<file path="config.mk">
export PLATFORM = sky130hd
export DESIGN_NAME = axil2apb_top
export DESIGN_NICKNAME = d
export VERILOG_FILES = /design/src/axil2apb_pkg.sv /design/src/apb_sequencer.sv /design/src/axil2apb_top.sv /design/src/axil_response.sv /design/src/axil_skid_buffer.sv /design/src/rw_arbiter.sv
export VERILOG_INCLUDE_DIRS = /design/src
export SDC_FILE = /design/constraint.sdc
export NUM_CORES = 1
export LEC_CHECK = 0
export BUFFER_PORTS_ARGS = -buffer_cell sky130_fd_sc_hd__buf_2
export CORE_MARGIN = 1
export CORE_UTILIZATION = 51
export DETAILED_ROUTE_END_ITERATION = 8
export GPL_ROUTABILITY_DRIVEN = 0
export PLACE_DENSITY_LB_ADDON = 0.12
export SETUP_SLACK_MARGIN = 0.2
export SLEW_MARGIN = 15
export SYNTH_ARGS = -nofsm -noshare
export SYNTH_HDL_FRONTEND = slang
export SYNTH_SLANG_ARGS = --single-unit
</file>
<file path="constraint.sdc">
create_clock -name S_AXI_ACLK -period 16.2 [get_ports S_AXI_ACLK]
set_input_delay 2.43 -clock S_AXI_ACLK [delete_from_list [all_inputs] [get_ports S_AXI_ACLK]]
set_output_delay 2.43 -clock S_AXI_ACLK [all_outputs]
set_load 0.1 [all_outputs]
</file>
<file path="src/axil2apb_consts.svh">
`ifndef AXIL2APB_CONSTS_SVH
`define AXIL2APB_CONSTS_SVH

//////////////////////////////////////////////////
// Bus widths
//////////////////////////////////////////////////

// Byte address width on both buses
`define AXI_ADDR_W 32

// Data width on both buses
`define AXI_DATA_W 32

// One strobe bit per byte lane
`define AXI_STRB_W (`AXI_DATA_W / 8)

// Byte lane bits dropped from the address
`define AXI_LSB 2

// AxPROT and PPROT width
`define AXI_PROT_W 3

//////////////////////////////////////////////////
// Response codes
//////////////////////////////////////////////////
`define RESP_OKAY 2'b00
`define RESP_SLVERR 2'b10

`endif

</file>
<file path="src/axil2apb_pkg.sv">
`include "axil2apb_consts.svh"

package axil2apb_pkg;

	//////////////////////////////////////////////////
	// Request payloads
	//////////////////////////////////////////////////

	// Word address plus protection bits
	// Carried by the AW and AR skid buffers
	typedef struct packed
	{
		// Byte lane bits already removed
		logic [`AXI_ADDR_W-`AXI_LSB-1:0] addr;
		logic [`AXI_PROT_W-1:0] prot;
	} axil_addr_t;

	// Write data beat
	// Carried by the W skid buffer
	typedef struct packed
	{
		logic [`AXI_DATA_W-1:0] data;
		logic [`AXI_STRB_W-1:0] strb;
	} axil_wdata_t;

	//////////////////////////////////////////////////
	// Completion payload
	//////////////////////////////////////////////////

	// Sampled on the cycle PREADY completes
	typedef struct packed
	{
		// Meaningful for reads only
		logic [`AXI_DATA_W-1:0] data;
		// PSLVERR from the slave
		logic err;
	} apb_rsp_t;

endpackage

</file>
<file path="src/apb_sequencer.sv">
`timescale 1ns/10ps
`include "axil2apb_consts.svh"

// APB master phase sequencer
// Setup cycle after a start, then access cycles until PREADY
module apb_sequencer
(
	input logic S_AXI_ACLK,
	input logic S_AXI_ARESETN,

	// Start strobes from the arbiter
	input logic i_wr_start,
	input logic i_rd_start,

	// Request payloads from the skid buffers
	input axil2apb_pkg::axil_addr_t i_aw,
	input axil2apb_pkg::axil_addr_t i_ar,
	input axil2apb_pkg::axil_wdata_t i_w,

	// APB request side
	output logic o_psel,
	output logic o_penable,
	output logic [`AXI_ADDR_W-1:0] o_paddr,
	output logic o_pwrite,
	output logic [`AXI_DATA_W-1:0] o_pwdata,
	output logic [`AXI_STRB_W-1:0] o_pwstrb,
	output logic [`AXI_PROT_W-1:0] o_pprot,

	// APB completion side
	input logic i_pready,
	input logic [`AXI_DATA_W-1:0] i_prdata,
	input logic i_pslverr,

	// Completion report
	output logic o_done,
	output logic o_done_write,
	output axil2apb_pkg::apb_rsp_t o_rsp
);

	//////////////////////////////////////////////////
	// Phase control
	//////////////////////////////////////////////////

	// Idle to setup on a start
	// Setup to access unconditionally
	// Access back to idle on PREADY
	always_ff @(posedge S_AXI_ACLK)
	begin
		if (!S_AXI_ARESETN)
		begin
			o_psel <= 1'b0;
			o_penable <= 1'b0;
		end
		else if (!o_psel)
		begin
			o_psel <= i_wr_start || i_rd_start;
		end
		else if (!o_penable)
		begin
			o_penable <= 1'b1;
		end
		else if (i_pready)
		begin
			o_psel <= 1'b0;
			o_penable <= 1'b0;
		end
	end

	//////////////////////////////////////////////////
	// Request capture
	//////////////////////////////////////////////////

	// Fields held for the whole transfer
	// Byte address rebuilt with zero lane bits
	always_ff @(posedge S_AXI_ACLK)
	begin
		if (i_rd_start)
		begin
			o_paddr <= {i_ar.addr, {`AXI_LSB{1'b0}}};
			o_pwrite <= 1'b0;
			o_pprot <= i_ar.prot;
		end
		else if (i_wr_start)
		begin
			o_paddr <= {i_aw.addr, {`AXI_LSB{1'b0}}};
			o_pwrite <= 1'b1;
			o_pprot <= i_aw.prot;
			o_pwdata <= i_w.data;
			o_pwstrb <= i_w.strb;
		end
	end

	// Completing access cycle
	assign o_done = o_psel && o_penable && i_pready;
	assign o_done_write = o_pwrite;
	assign o_rsp.data = i_prdata;
	assign o_rsp.err = i_pslverr;

endmodule

</file>
<file path="src/axil2apb_top.sv">
`timescale 1ns/10ps
`include "axil2apb_consts.svh"

// AXI-lite slave to APB master bridge
module axil2apb_top
(
	input logic S_AXI_ACLK,
	input logic S_AXI_ARESETN,
	// AXI-lite write address
	input logic i_s_axi_awvalid,
	output logic o_s_axi_awready,
	input logic [`AXI_ADDR_W-1:0] i_s_axi_awaddr,
	input logic [`AXI_PROT_W-1:0] i_s_axi_awprot,
	// AXI-lite write data
	input logic i_s_axi_wvalid,
	output logic o_s_axi_wready,
	input logic [`AXI_DATA_W-1:0] i_s_axi_wdata,
	input logic [`AXI_STRB_W-1:0] i_s_axi_wstrb,
	// AXI-lite write response
	output logic o_s_axi_bvalid,
	input logic i_s_axi_bready,
	output logic [1:0] o_s_axi_bresp,
	// AXI-lite read address
	input logic i_s_axi_arvalid,
	output logic o_s_axi_arready,
	input logic [`AXI_ADDR_W-1:0] i_s_axi_araddr,
	input logic [`AXI_PROT_W-1:0] i_s_axi_arprot,
	// AXI-lite read data
	output logic o_s_axi_rvalid,
	input logic i_s_axi_rready,
	output logic [`AXI_DATA_W-1:0] o_s_axi_rdata,
	output logic [1:0] o_s_axi_rresp,
	// APB master
	output logic o_m_apb_psel,
	output logic o_m_apb_penable,
	input logic i_m_apb_pready,
	output logic [`AXI_ADDR_W-1:0] o_m_apb_paddr,
	output logic o_m_apb_pwrite,
	output logic [`AXI_DATA_W-1:0] o_m_apb_pwdata,
	output logic [`AXI_STRB_W-1:0] o_m_apb_pwstrb,
	output logic [`AXI_PROT_W-1:0] o_m_apb_pprot,
	input logic [`AXI_DATA_W-1:0] i_m_apb_prdata,
	input logic i_m_apb_pslverr
);

	// Skid buffer outputs
	logic aw_valid, w_valid, ar_valid;
	axil2apb_pkg::axil_addr_t aw_pl, ar_pl;
	axil2apb_pkg::axil_wdata_t w_pl;

	// Control between stages
	logic wr_start, rd_start, done, done_write, b_stall, r_stall;
	axil2apb_pkg::apb_rsp_t rsp;

	//////////////////////////////////////////////////
	// Incoming channels
	//////////////////////////////////////////////////

	// Lane bits of the address are dropped here
	axil_skid_buffer #(.WIDTH($bits(axil2apb_pkg::axil_addr_t))) aw_skid (
		.S_AXI_ACLK, .S_AXI_ARESETN,
		.i_valid(i_s_axi_awvalid), .o_ready(o_s_axi_awready),
		.i_data({i_s_axi_awaddr[`AXI_ADDR_W-1:`AXI_LSB], i_s_axi_awprot}),
		.o_valid(aw_valid), .i_ready(wr_start), .o_data(aw_pl));
	axil_skid_buffer #(.WIDTH($bits(axil2apb_pkg::axil_wdata_t))) w_skid (
		.S_AXI_ACLK, .S_AXI_ARESETN,
		.i_valid(i_s_axi_wvalid), .o_ready(o_s_axi_wready),
		.i_data({i_s_axi_wdata, i_s_axi_wstrb}),
		.o_valid(w_valid), .i_ready(wr_start), .o_data(w_pl));
	axil_skid_buffer #(.WIDTH($bits(axil2apb_pkg::axil_addr_t))) ar_skid (
		.S_AXI_ACLK, .S_AXI_ARESETN,
		.i_valid(i_s_axi_arvalid), .o_ready(o_s_axi_arready),
		.i_data({i_s_axi_araddr[`AXI_ADDR_W-1:`AXI_LSB], i_s_axi_arprot}),
		.o_valid(ar_valid), .i_ready(rd_start), .o_data(ar_pl));

	//////////////////////////////////////////////////
	// Arbiter, APB phases, responses
	//////////////////////////////////////////////////

	// PSEL doubles as the busy flag
	rw_arbiter u_arbiter (
		.S_AXI_ACLK, .S_AXI_ARESETN,
		.i_aw_valid(aw_valid), .i_w_valid(w_valid), .i_ar_valid(ar_valid),
		.i_apb_busy(o_m_apb_psel), .i_b_stall(b_stall), .i_r_stall(r_stall),
		.o_wr_start(wr_start), .o_rd_start(rd_start));
	apb_sequencer u_sequencer (
		.S_AXI_ACLK, .S_AXI_ARESETN,
		.i_wr_start(wr_start), .i_rd_start(rd_start),
		.i_aw(aw_pl), .i_ar(ar_pl), .i_w(w_pl),
		.o_psel(o_m_apb_psel), .o_penable(o_m_apb_penable),
		.o_paddr(o_m_apb_paddr), .o_pwrite(o_m_apb_pwrite),
		.o_pwdata(o_m_apb_pwdata), .o_pwstrb(o_m_apb_pwstrb), .o_pprot(o_m_apb_pprot),
		.i_pready(i_m_apb_pready), .i_prdata(i_m_apb_prdata), .i_pslverr(i_m_apb_pslverr),
		.o_done(done), .o_done_write(done_write), .o_rsp(rsp));
	axil_response u_response (
		.S_AXI_ACLK, .S_AXI_ARESETN,
		.i_done(done), .i_done_write(done_write), .i_rsp(rsp),
		.o_bvalid(o_s_axi_bvalid), .i_bready(i_s_axi_bready), .o_bresp(o_s_axi_bresp),
		.o_rvalid(o_s_axi_rvalid), .i_rready(i_s_axi_rready),
		.o_rdata(o_s_axi_rdata), .o_rresp(o_s_axi_rresp),
		.o_b_stall(b_stall), .o_r_stall(r_stall));

endmodule

</file>
<file path="src/axil_response.sv">
`timescale 1ns/10ps
`include "axil2apb_consts.svh"

// AXI-lite B and R channel registers
// Loaded one cycle after an APB completion
module axil_response
(
	input logic S_AXI_ACLK,
	input logic S_AXI_ARESETN,

	// Completion from the sequencer
	input logic i_done,
	input logic i_done_write,
	input axil2apb_pkg::apb_rsp_t i_rsp,

	// Write response channel
	output logic o_bvalid,
	input logic i_bready,
	output logic [1:0] o_bresp,

	// Read data channel
	output logic o_rvalid,
	input logic i_rready,
	output logic [`AXI_DATA_W-1:0] o_rdata,
	output logic [1:0] o_rresp,

	// Back-pressure toward the arbiter
	output logic o_b_stall,
	output logic o_r_stall
);

	// Completion of each kind
	logic wr_done;
	logic rd_done;

	// Mapped response code
	logic [1:0] rsp_code;

	assign wr_done = i_done && i_done_write;
	assign rd_done = i_done && !i_done_write;
	assign rsp_code = i_rsp.err ? `RESP_SLVERR : `RESP_OKAY;

	//////////////////////////////////////////////////
	// Valid flags
	//////////////////////////////////////////////////

	// Held until accepted
	// Arbiter keeps completions away from a held response
	always_ff @(posedge S_AXI_ACLK)
	begin
		if (!S_AXI_ARESETN)
		begin
			o_bvalid <= 1'b0;
			o_rvalid <= 1'b0;
		end
		else
		begin
			if (wr_done)
				o_bvalid <= 1'b1;
			else if (i_bready)
				o_bvalid <= 1'b0;
			if (rd_done)
				o_rvalid <= 1'b1;
			else if (i_rready)
				o_rvalid <= 1'b0;
		end
	end

	// Response payloads
	always_ff @(posedge S_AXI_ACLK)
	begin
		if (wr_done)
			o_bresp <= rsp_code;
		if (rd_done)
		begin
			o_rresp <= rsp_code;
			o_rdata <= i_rsp.data;
		end
	end

	assign o_b_stall = o_bvalid && !i_bready;
	assign o_r_stall = o_rvalid && !i_rready;

endmodule

</file>
<file path="src/axil_skid_buffer.sv">
`timescale 1ns/10ps

// Single entry valid/ready skid buffer
// Empty means a straight combinational path
module axil_skid_buffer
#(
	parameter int WIDTH = 32
)
(
	input logic S_AXI_ACLK,
	input logic S_AXI_ARESETN,

	// Upstream side
	input logic i_valid,
	output logic o_ready,
	input logic [WIDTH-1:0] i_data,

	// Downstream side
	output logic o_valid,
	input logic i_ready,
	output logic [WIDTH-1:0] o_data
);

	// Holding entry
	logic full;
	logic [WIDTH-1:0] hold_data;

	//////////////////////////////////////////////////
	// Occupancy
	//////////////////////////////////////////////////

	// Fill on an accepted beat the downstream refuses
	// Drain once the downstream takes the stored beat
	always_ff @(posedge S_AXI_ACLK)
	begin
		if (!S_AXI_ARESETN)
		begin
			full <= 1'b0;
		end
		else if (full)
		begin
			if (i_ready)
			begin
				full <= 1'b0;
			end
		end
		else if (i_valid && !i_ready)
		begin
			full <= 1'b1;
		end
	end

	// Capture only while empty
	// Full state keeps the older beat in place
	always_ff @(posedge S_AXI_ACLK)
	begin
		if (!full && i_valid && !i_ready)
		begin
			hold_data <= i_data;
		end
	end

	//////////////////////////////////////////////////
	// Outputs
	//////////////////////////////////////////////////

	// No new beat accepted while holding one
	assign o_ready = !full;

	// Stored beat goes out first to keep order
	assign o_valid = full || i_valid;
	assign o_data = full ? hold_data : i_data;

endmodule

</file>
<file path="src/rw_arbiter.sv">
`timescale 1ns/10ps

// Read/write arbiter in front of the APB sequencer
// Start strobes also pop the skid buffers
module rw_arbiter
(
	input logic S_AXI_ACLK,
	input logic S_AXI_ARESETN,

	// Skid buffer status
	input logic i_aw_valid,
	input logic i_w_valid,
	input logic i_ar_valid,

	// Downstream status
	input logic i_apb_busy,
	input logic i_b_stall,
	input logic i_r_stall,

	// One cycle start strobes
	output logic o_wr_start,
	output logic o_rd_start
);

	// High when a write wins a tie
	logic write_grant;

	// Requests that could go out this cycle
	logic wr_ok;
	logic rd_ok;

	//////////////////////////////////////////////////
	// Readiness
	//////////////////////////////////////////////////

	// Write needs both address and data
	// Held BVALID blocks another write
	assign wr_ok = i_aw_valid && i_w_valid && !i_apb_busy && !i_b_stall;

	// Held RVALID blocks another read
	assign rd_ok = i_ar_valid && !i_apb_busy && !i_r_stall;

	// Tie goes to the granted side
	// Otherwise the only ready side wins
	assign o_wr_start = wr_ok && (write_grant || !rd_ok);
	assign o_rd_start = rd_ok && (!write_grant || !wr_ok);

	//////////////////////////////////////////////////
	// Alternating grant
	//////////////////////////////////////////////////

	// Reads favoured out of reset
	// Flip toward the other side after each start
	always_ff @(posedge S_AXI_ACLK)
	begin
		if (!S_AXI_ARESETN)
		begin
			write_grant <= 1'b0;
		end
		else if (o_wr_start)
		begin
			write_grant <= 1'b0;
		end
		else if (o_rd_start)
		begin
			write_grant <= 1'b1;
		end
	end

endmodule

</file>
* Yosys cells after proc, flatten, opt, wreduce, memory -nomap -nowiden
Cells that the tools add are included.
Word-level totals: flip-flop bits (word level) 216, logic and storage cells 91, memory bits (read-only) 0, bits in writable memories 0, output and inout port bits 115, memories kept 0, input port bits 147, bits in latches 0
Cells by class: equality and inequality tests 0, div/mod/pow operators 0, mux-type cells 23, multipliers 0, shift-type cells 0, add/subtract/negate cells 0, bitwise logic cells 2, reductions and logical operators 47, $lt $le $gt $ge 0
Operators by type and width (count):
- 2-to-1 mux 33 bit | 2
- 2-to-1 mux 32 bit | 2
- 2-to-1 mux 36 bit | 1
- logical AND 1 bit | 22
- 2-to-1 mux 1 bit | 15
- logical NOT 1 bit | 14
- logical OR 1 bit | 6
- 2-to-1 mux 3 bit | 2
- nonzero test 2 bit | 3
- 2-to-1 mux 2 bit | 1
- NOT 1 bit | 2
- AND reduction 2 bit | 1
- OR reduction 2 bit | 1

* Longest topological paths before layout
depth after elaboration 11, mapped depth 7, gate-level depth less buffers 4

* Cells and area by module
From an unflattened synthesis, not the netlist that was laid out.
Second synthesis, totals: cell total of the unflattened synthesis 439, area, all modules 8964.8 um2
Modules (own cells, without submodules):
- axil_skid_buffer at ar_skid ... | cells an instance 75, instances 2, seq. area each 1011.0 um2, area each 1587.8 um2
- apb_sequencer | cells an instance 155, instances 1, seq. area each 2132.0 um2, area each 2994.1 um2
- axil_skid_buffer at w_skid | cells an instance 81, instances 1, seq. area each 1101.1 um2, area each 1600.3 um2
- axil_response | cells an instance 45, instances 1, seq. area each 1061.0 um2, area each 1122.3 um2
- rw_arbiter | cells an instance 8, instances 1, seq. area each 20.0 um2, area each 72.6 um2

* Worst setup path after synthesis
Ideal clock, no wire load.
kind input -> register, start input port i_s_axi_rready, end register w_skid.hold_data[0] (enable), slack 9.377 ns, cell stages on the path 4, buffers on the path 0, arrival 6.340 ns, library setup time 0.482 ns, data required time 15.718 ns, cell sequence nor2b_1 or3_4 o21a_1 nor3b_1
Between the ends: word-level cells in the longest chain between the ends 9
RTL lines:
- start: declaration | RTL line axil2apb_top.sv:30 | input logic i_s_axi_rready,
- logical NOT 1 bit | RTL line axil_response.sv:82 | assign o_r_stall = o_rvalid && !i_rready;
- logical AND 1 bit | RTL line axil_response.sv:82
- logical NOT 1 bit | RTL line rw_arbiter.sv:41 | assign rd_ok = i_ar_valid && !i_apb_busy && !i_r_stall;
- logical AND 1 bit | RTL line rw_arbiter.sv:41
- logical NOT 1 bit | RTL line rw_arbiter.sv:45 | assign o_wr_start = wr_ok && (write_grant || !rd_ok);
- logical OR 1 bit | RTL line rw_arbiter.sv:45
- logical AND 1 bit | RTL line rw_arbiter.sv:45
- logical NOT 1 bit | RTL line axil_skid_buffer.sv:57 | if (!full && i_valid && !i_ready)
- logical AND 1 bit | RTL line axil_skid_buffer.sv:57
- end signal: assignment | RTL line axil_skid_buffer.sv:59 | hold_data <= i_data;
- end: declaration | RTL line axil_skid_buffer.sv:26 | logic [WIDTH-1:0] hold_data;
No other way between the ends. A chain may end at the register's enable or synchronous reset.

* Worst setup path in the final report
start input port i_s_axi_arvalid, end register ar_skid.hold_data[18] (enable)
Between the ends: word-level cells in the longest chain between the ends 6, elaborated cells between the ends (all ways) 7, classes of those cells reduce/logical (7)
RTL lines:
- start: declaration | RTL line axil2apb_top.sv:24 | input logic i_s_axi_arvalid,
- logical OR 1 bit | RTL line axil_skid_buffer.sv:71 | assign o_valid = full || i_valid;
- logical AND 1 bit (2 in a row) | RTL line rw_arbiter.sv:41
- logical AND 1 bit | RTL line rw_arbiter.sv:46 | assign o_rd_start = rd_ok && (!write_grant || !wr_ok);
- logical NOT 1 bit | RTL line axil_skid_buffer.sv:57
- logical AND 1 bit (*) | RTL line axil_skid_buffer.sv:57
- end signal: assignment | RTL line axil_skid_buffer.sv:59
- end: declaration | RTL line axil_skid_buffer.sv:26
Every way passes the cells marked *; elsewhere a longest branch is shown, timed or not.

==> flow_metrics.tcl <==
set metrics [dict create \
    status "completed" \
    yosysWarnings 0 \
    utilization_pct 66.8 \
    r2r_end "ar_skid.hold_data[18]" \
    start_util_pct 53.0 \
    dp_hpwl_um 11900 \
    min_period_over_period_pct 26.7 \
    tightest_slew_ns 0.910 \
    ys.flop_type "edfxtp_1" \
    fin_setup_tns_ns 0 \
    cts_made_buffers 22 \
    muxShareOfSynthArea_pct 17.2 \
    final_cell_mix "buf_2, edfxtp_1, mux2i_1" \
    seq_area_frac_synth_pct 77.8 \
    layout-drive-gt1-share_pct 48.5 \
    p_leak_nw 3.98 \
    syn_area_sq_mm 0.00814 \
    timing_worst_setup_path_type "in -> reg" \
    firstDrtPassIters 4 \
    cp-end-kind "flip-flop" \
    holdPathEnd "u_sequencer.o_pwstrb[1]" \
    drc 0 \
    stdcell_count 900 \
    drv_cap 0 \
    wirelength_um 17400 \
    pre_cts_ws_ns 11.35 \
    cts_resized 0 \
    syn-mean-instance-area_sq_um 20.1 \
    boundaryPins 262 \
    cp-start-kind "input port" \
    track_usage_pct 20.8 \
    hp-start "w_skid.hold_data[1]" \
    cp.arrival_ns 4.50 \
    synth_xor_area_share_pct 0 \
    grt_pass1_wl_um 25700 \
    multiInputGateArea_sq_mm 0.00167 \
    avgRoutedWirePerCell_um 19.4 \
    worstHoldPathCells 1 \
    io_buffers 253 \
    rsz0062_at_grt "false" \
    dp.cells 859 \
    slew_headroom_pct 39.3 \
    nets 819 \
    reg2reg_slack_ns 13.00 \
    syn_to_final_growth_pct 26.1 \
    grt_pass1_vias 4716 \
    cts_setup_buffers 0 \
    worstSkewPairLatency_ns 0.49 \
    synthSimpleGateAreaFrac_pct 2.09 \
    synth_compound_area_share_pct 0.753 \
    pwr_density_cell_mw_per_mm2 147 \
    crit_fanout 33 \
    rr_startpoint "ar_skid.full" \
    clk_pin_slew_ns 0.06 \
    vias 4581 \
    finalHoldViolCount 0 \
    synth_cell_types 33 \
    synth_seq_cells 214 \
    vdd_drop_max_uv 97.4 \
    antenna_found_initial 4 \
    h-tree-depth 1 \
    async_reset_ff_share_pct 0 \
    synth_largest_area_cell "edfxtp_1" \
    grt_overflow 0 \
    rr_worst_depth 7 \
    setup_viol 0 \
    min_period_ns 4.32 \
    cts.sinks 214 \
    hold_path.class "reg -> reg" \
    die_y_um 128 \
    drtIter0Drc 270 \
    postCtsHoldBufs 0 \
    synth_edf_count 205 \
    via_per_inst 5.09 \
    drv_slew 0 \
    die_area_sq_mm 0.0165 \
    die_w_um 128 \
    grt_max_degree 39 \
    clockRootBuffer "clkbuf_16" \
    fin_skew_ns 0.0150 \
    core_sq_mm 0.0154 \
    cp.required_ns 16.38 \
    cts_buffer_depth 3 \
    rows 45 \
    synth.top_cells.by_area "edfxtp_1, mux2i_1, mux2_2, dfxtp_1, mux2_1" \
    synthAdderAreaFrac_pct 0 \
    fillers 1124 \
    worst_slack_ns 11.88 \
    regArea_sq_mm 0.00634 \
    postSynthCellCount 405 \
    yosys.area.top_type_share_pct 75.6 \
    cts_tree "built" \
    synth_top_family_by_area "multiplexers" \
    fmax_mhz 231 \
    antenna_left 0 \
    final_common_cell "buf_2" \
]
[layout make-up]
class | instances | share of cell area [%]
Timing Repair Buffer | 260 | 12.9
Inverter | 3 | 0.110
Antenna cell | 3 | 0.0732
Clock inverter | 12 | 0.634
Sequential cell | 214 | 61.8
Tap cell | 211 | 2.57
Multi-Input combinational cell | 171 | 16.3
Clock buffer | 26 | 5.72
[synthesized netlist by cell type (2+ instances only)]
cell type,instances
edfxtp_1,205
mux2i_1,99
mux2_2,28
dfxtp_1,9
mux2_1,8
clkbuf_1,6
nor2_1,6
buf_4,5
buf_12,3
buf_2,3
inv_1,3
o21a_1,3
and3_1,2
buf_6,2
nor3_1,2
nor3b_1,2
nor3b_2,2
o21ai_0,2
[where the power goes]
| part | leakage [nW] | switching (mW) | internal [mW] |
|---|---|---|---|
| combinational | 1.66 | 0.293 | 0.0691 |
| sequential | 2.00 | 0.0153 | 0.676 |
| clock | 0.320 | 0.199 | 0.259 |
[metrics by stage]
stage / hold WS [ns] / power [mW] / area, sq um
2_1_floorplan: 0.466 / 0.998 / 8150
3_3_place_gp: 0.503 / 1.06 / 9600
3_5_place_dp: 0.520 / 1.07 / 9600
4_1_cts: 0.539 / 1.52 / 10300
5_1_grt: 0.556 / 1.56 / 10300
6_report: 0.533 / 1.51 / 10300
[registers in the layout, indices dropped and copies added (netlist names)]
signal	flops
ar_skid.full	1
ar_skid.hold_data	33
aw_skid.full	1
aw_skid.hold_data	33
u_arbiter.write_grant	1
u_response.o_bresp	1
u_response.o_bvalid	1
u_response.o_rdata	32
u_response.o_rresp	1
u_response.o_rvalid	1
u_sequencer.o_done_write	1
u_sequencer.o_paddr	30
u_sequencer.o_penable	1
u_sequencer.o_pprot	3
u_sequencer.o_psel	1
u_sequencer.o_pwdata	32
u_sequencer.o_pwstrb	4
w_skid.full	1
w_skid.hold_data	36
[worst max-delay path: stages]
cell and delay, ns:
buf_2 0.11, nor2_2 0.06, or3_4 0.39, a21oi_4 0.59
buf_4 0.49, nor3b_4 0.07, buf_4 0.32
[logic make-up (layout without fill, tap and decap cells)]
kind of cell	Yosys count	in the layout
mux	135	135
flops	214	214
other cells	1	7
compound gates	9	9
buf+inv	23	301
simple gates	23	23
[worst max path at each step]
| stage | from | endpoint | slack (ns) | cells past startpoint |
|---|---|---|---|---|
| after floorplan | i_s_axi_rready | w_skid.hold_data[0] | 9.38 | 4 |
| after global placement | i_s_axi_arvalid | ar_skid.hold_data[10] | 11.40 | 7 |
| after detailed placement | i_s_axi_arvalid | ar_skid.hold_data[10] | 11.35 | 7 |
| final | i_s_axi_arvalid | ar_skid.hold_data[18] | 11.88 | 7 |
| after global routing | i_s_axi_arvalid | ar_skid.hold_data[21] | 11.79 | 7 |
| after CTS | i_s_axi_arvalid | ar_skid.hold_data[18] | 11.85 | 7 |
[routing by layer]
| metal | up-vias | global-route usage (%) | wire length, um |
|---|---|---|---|
| met5 | - | 0 | 13 |
| met4 | 2 | 4.64 | 231 |
| met3 | 22 | 8.27 | 1770 |
| met2 | 194 | 36.1 | 8620 |
| met1 | 2226 | 24.4 | 6800 |
| li1 | 2137 | - | - |
(Power assumes the default switching activity.)
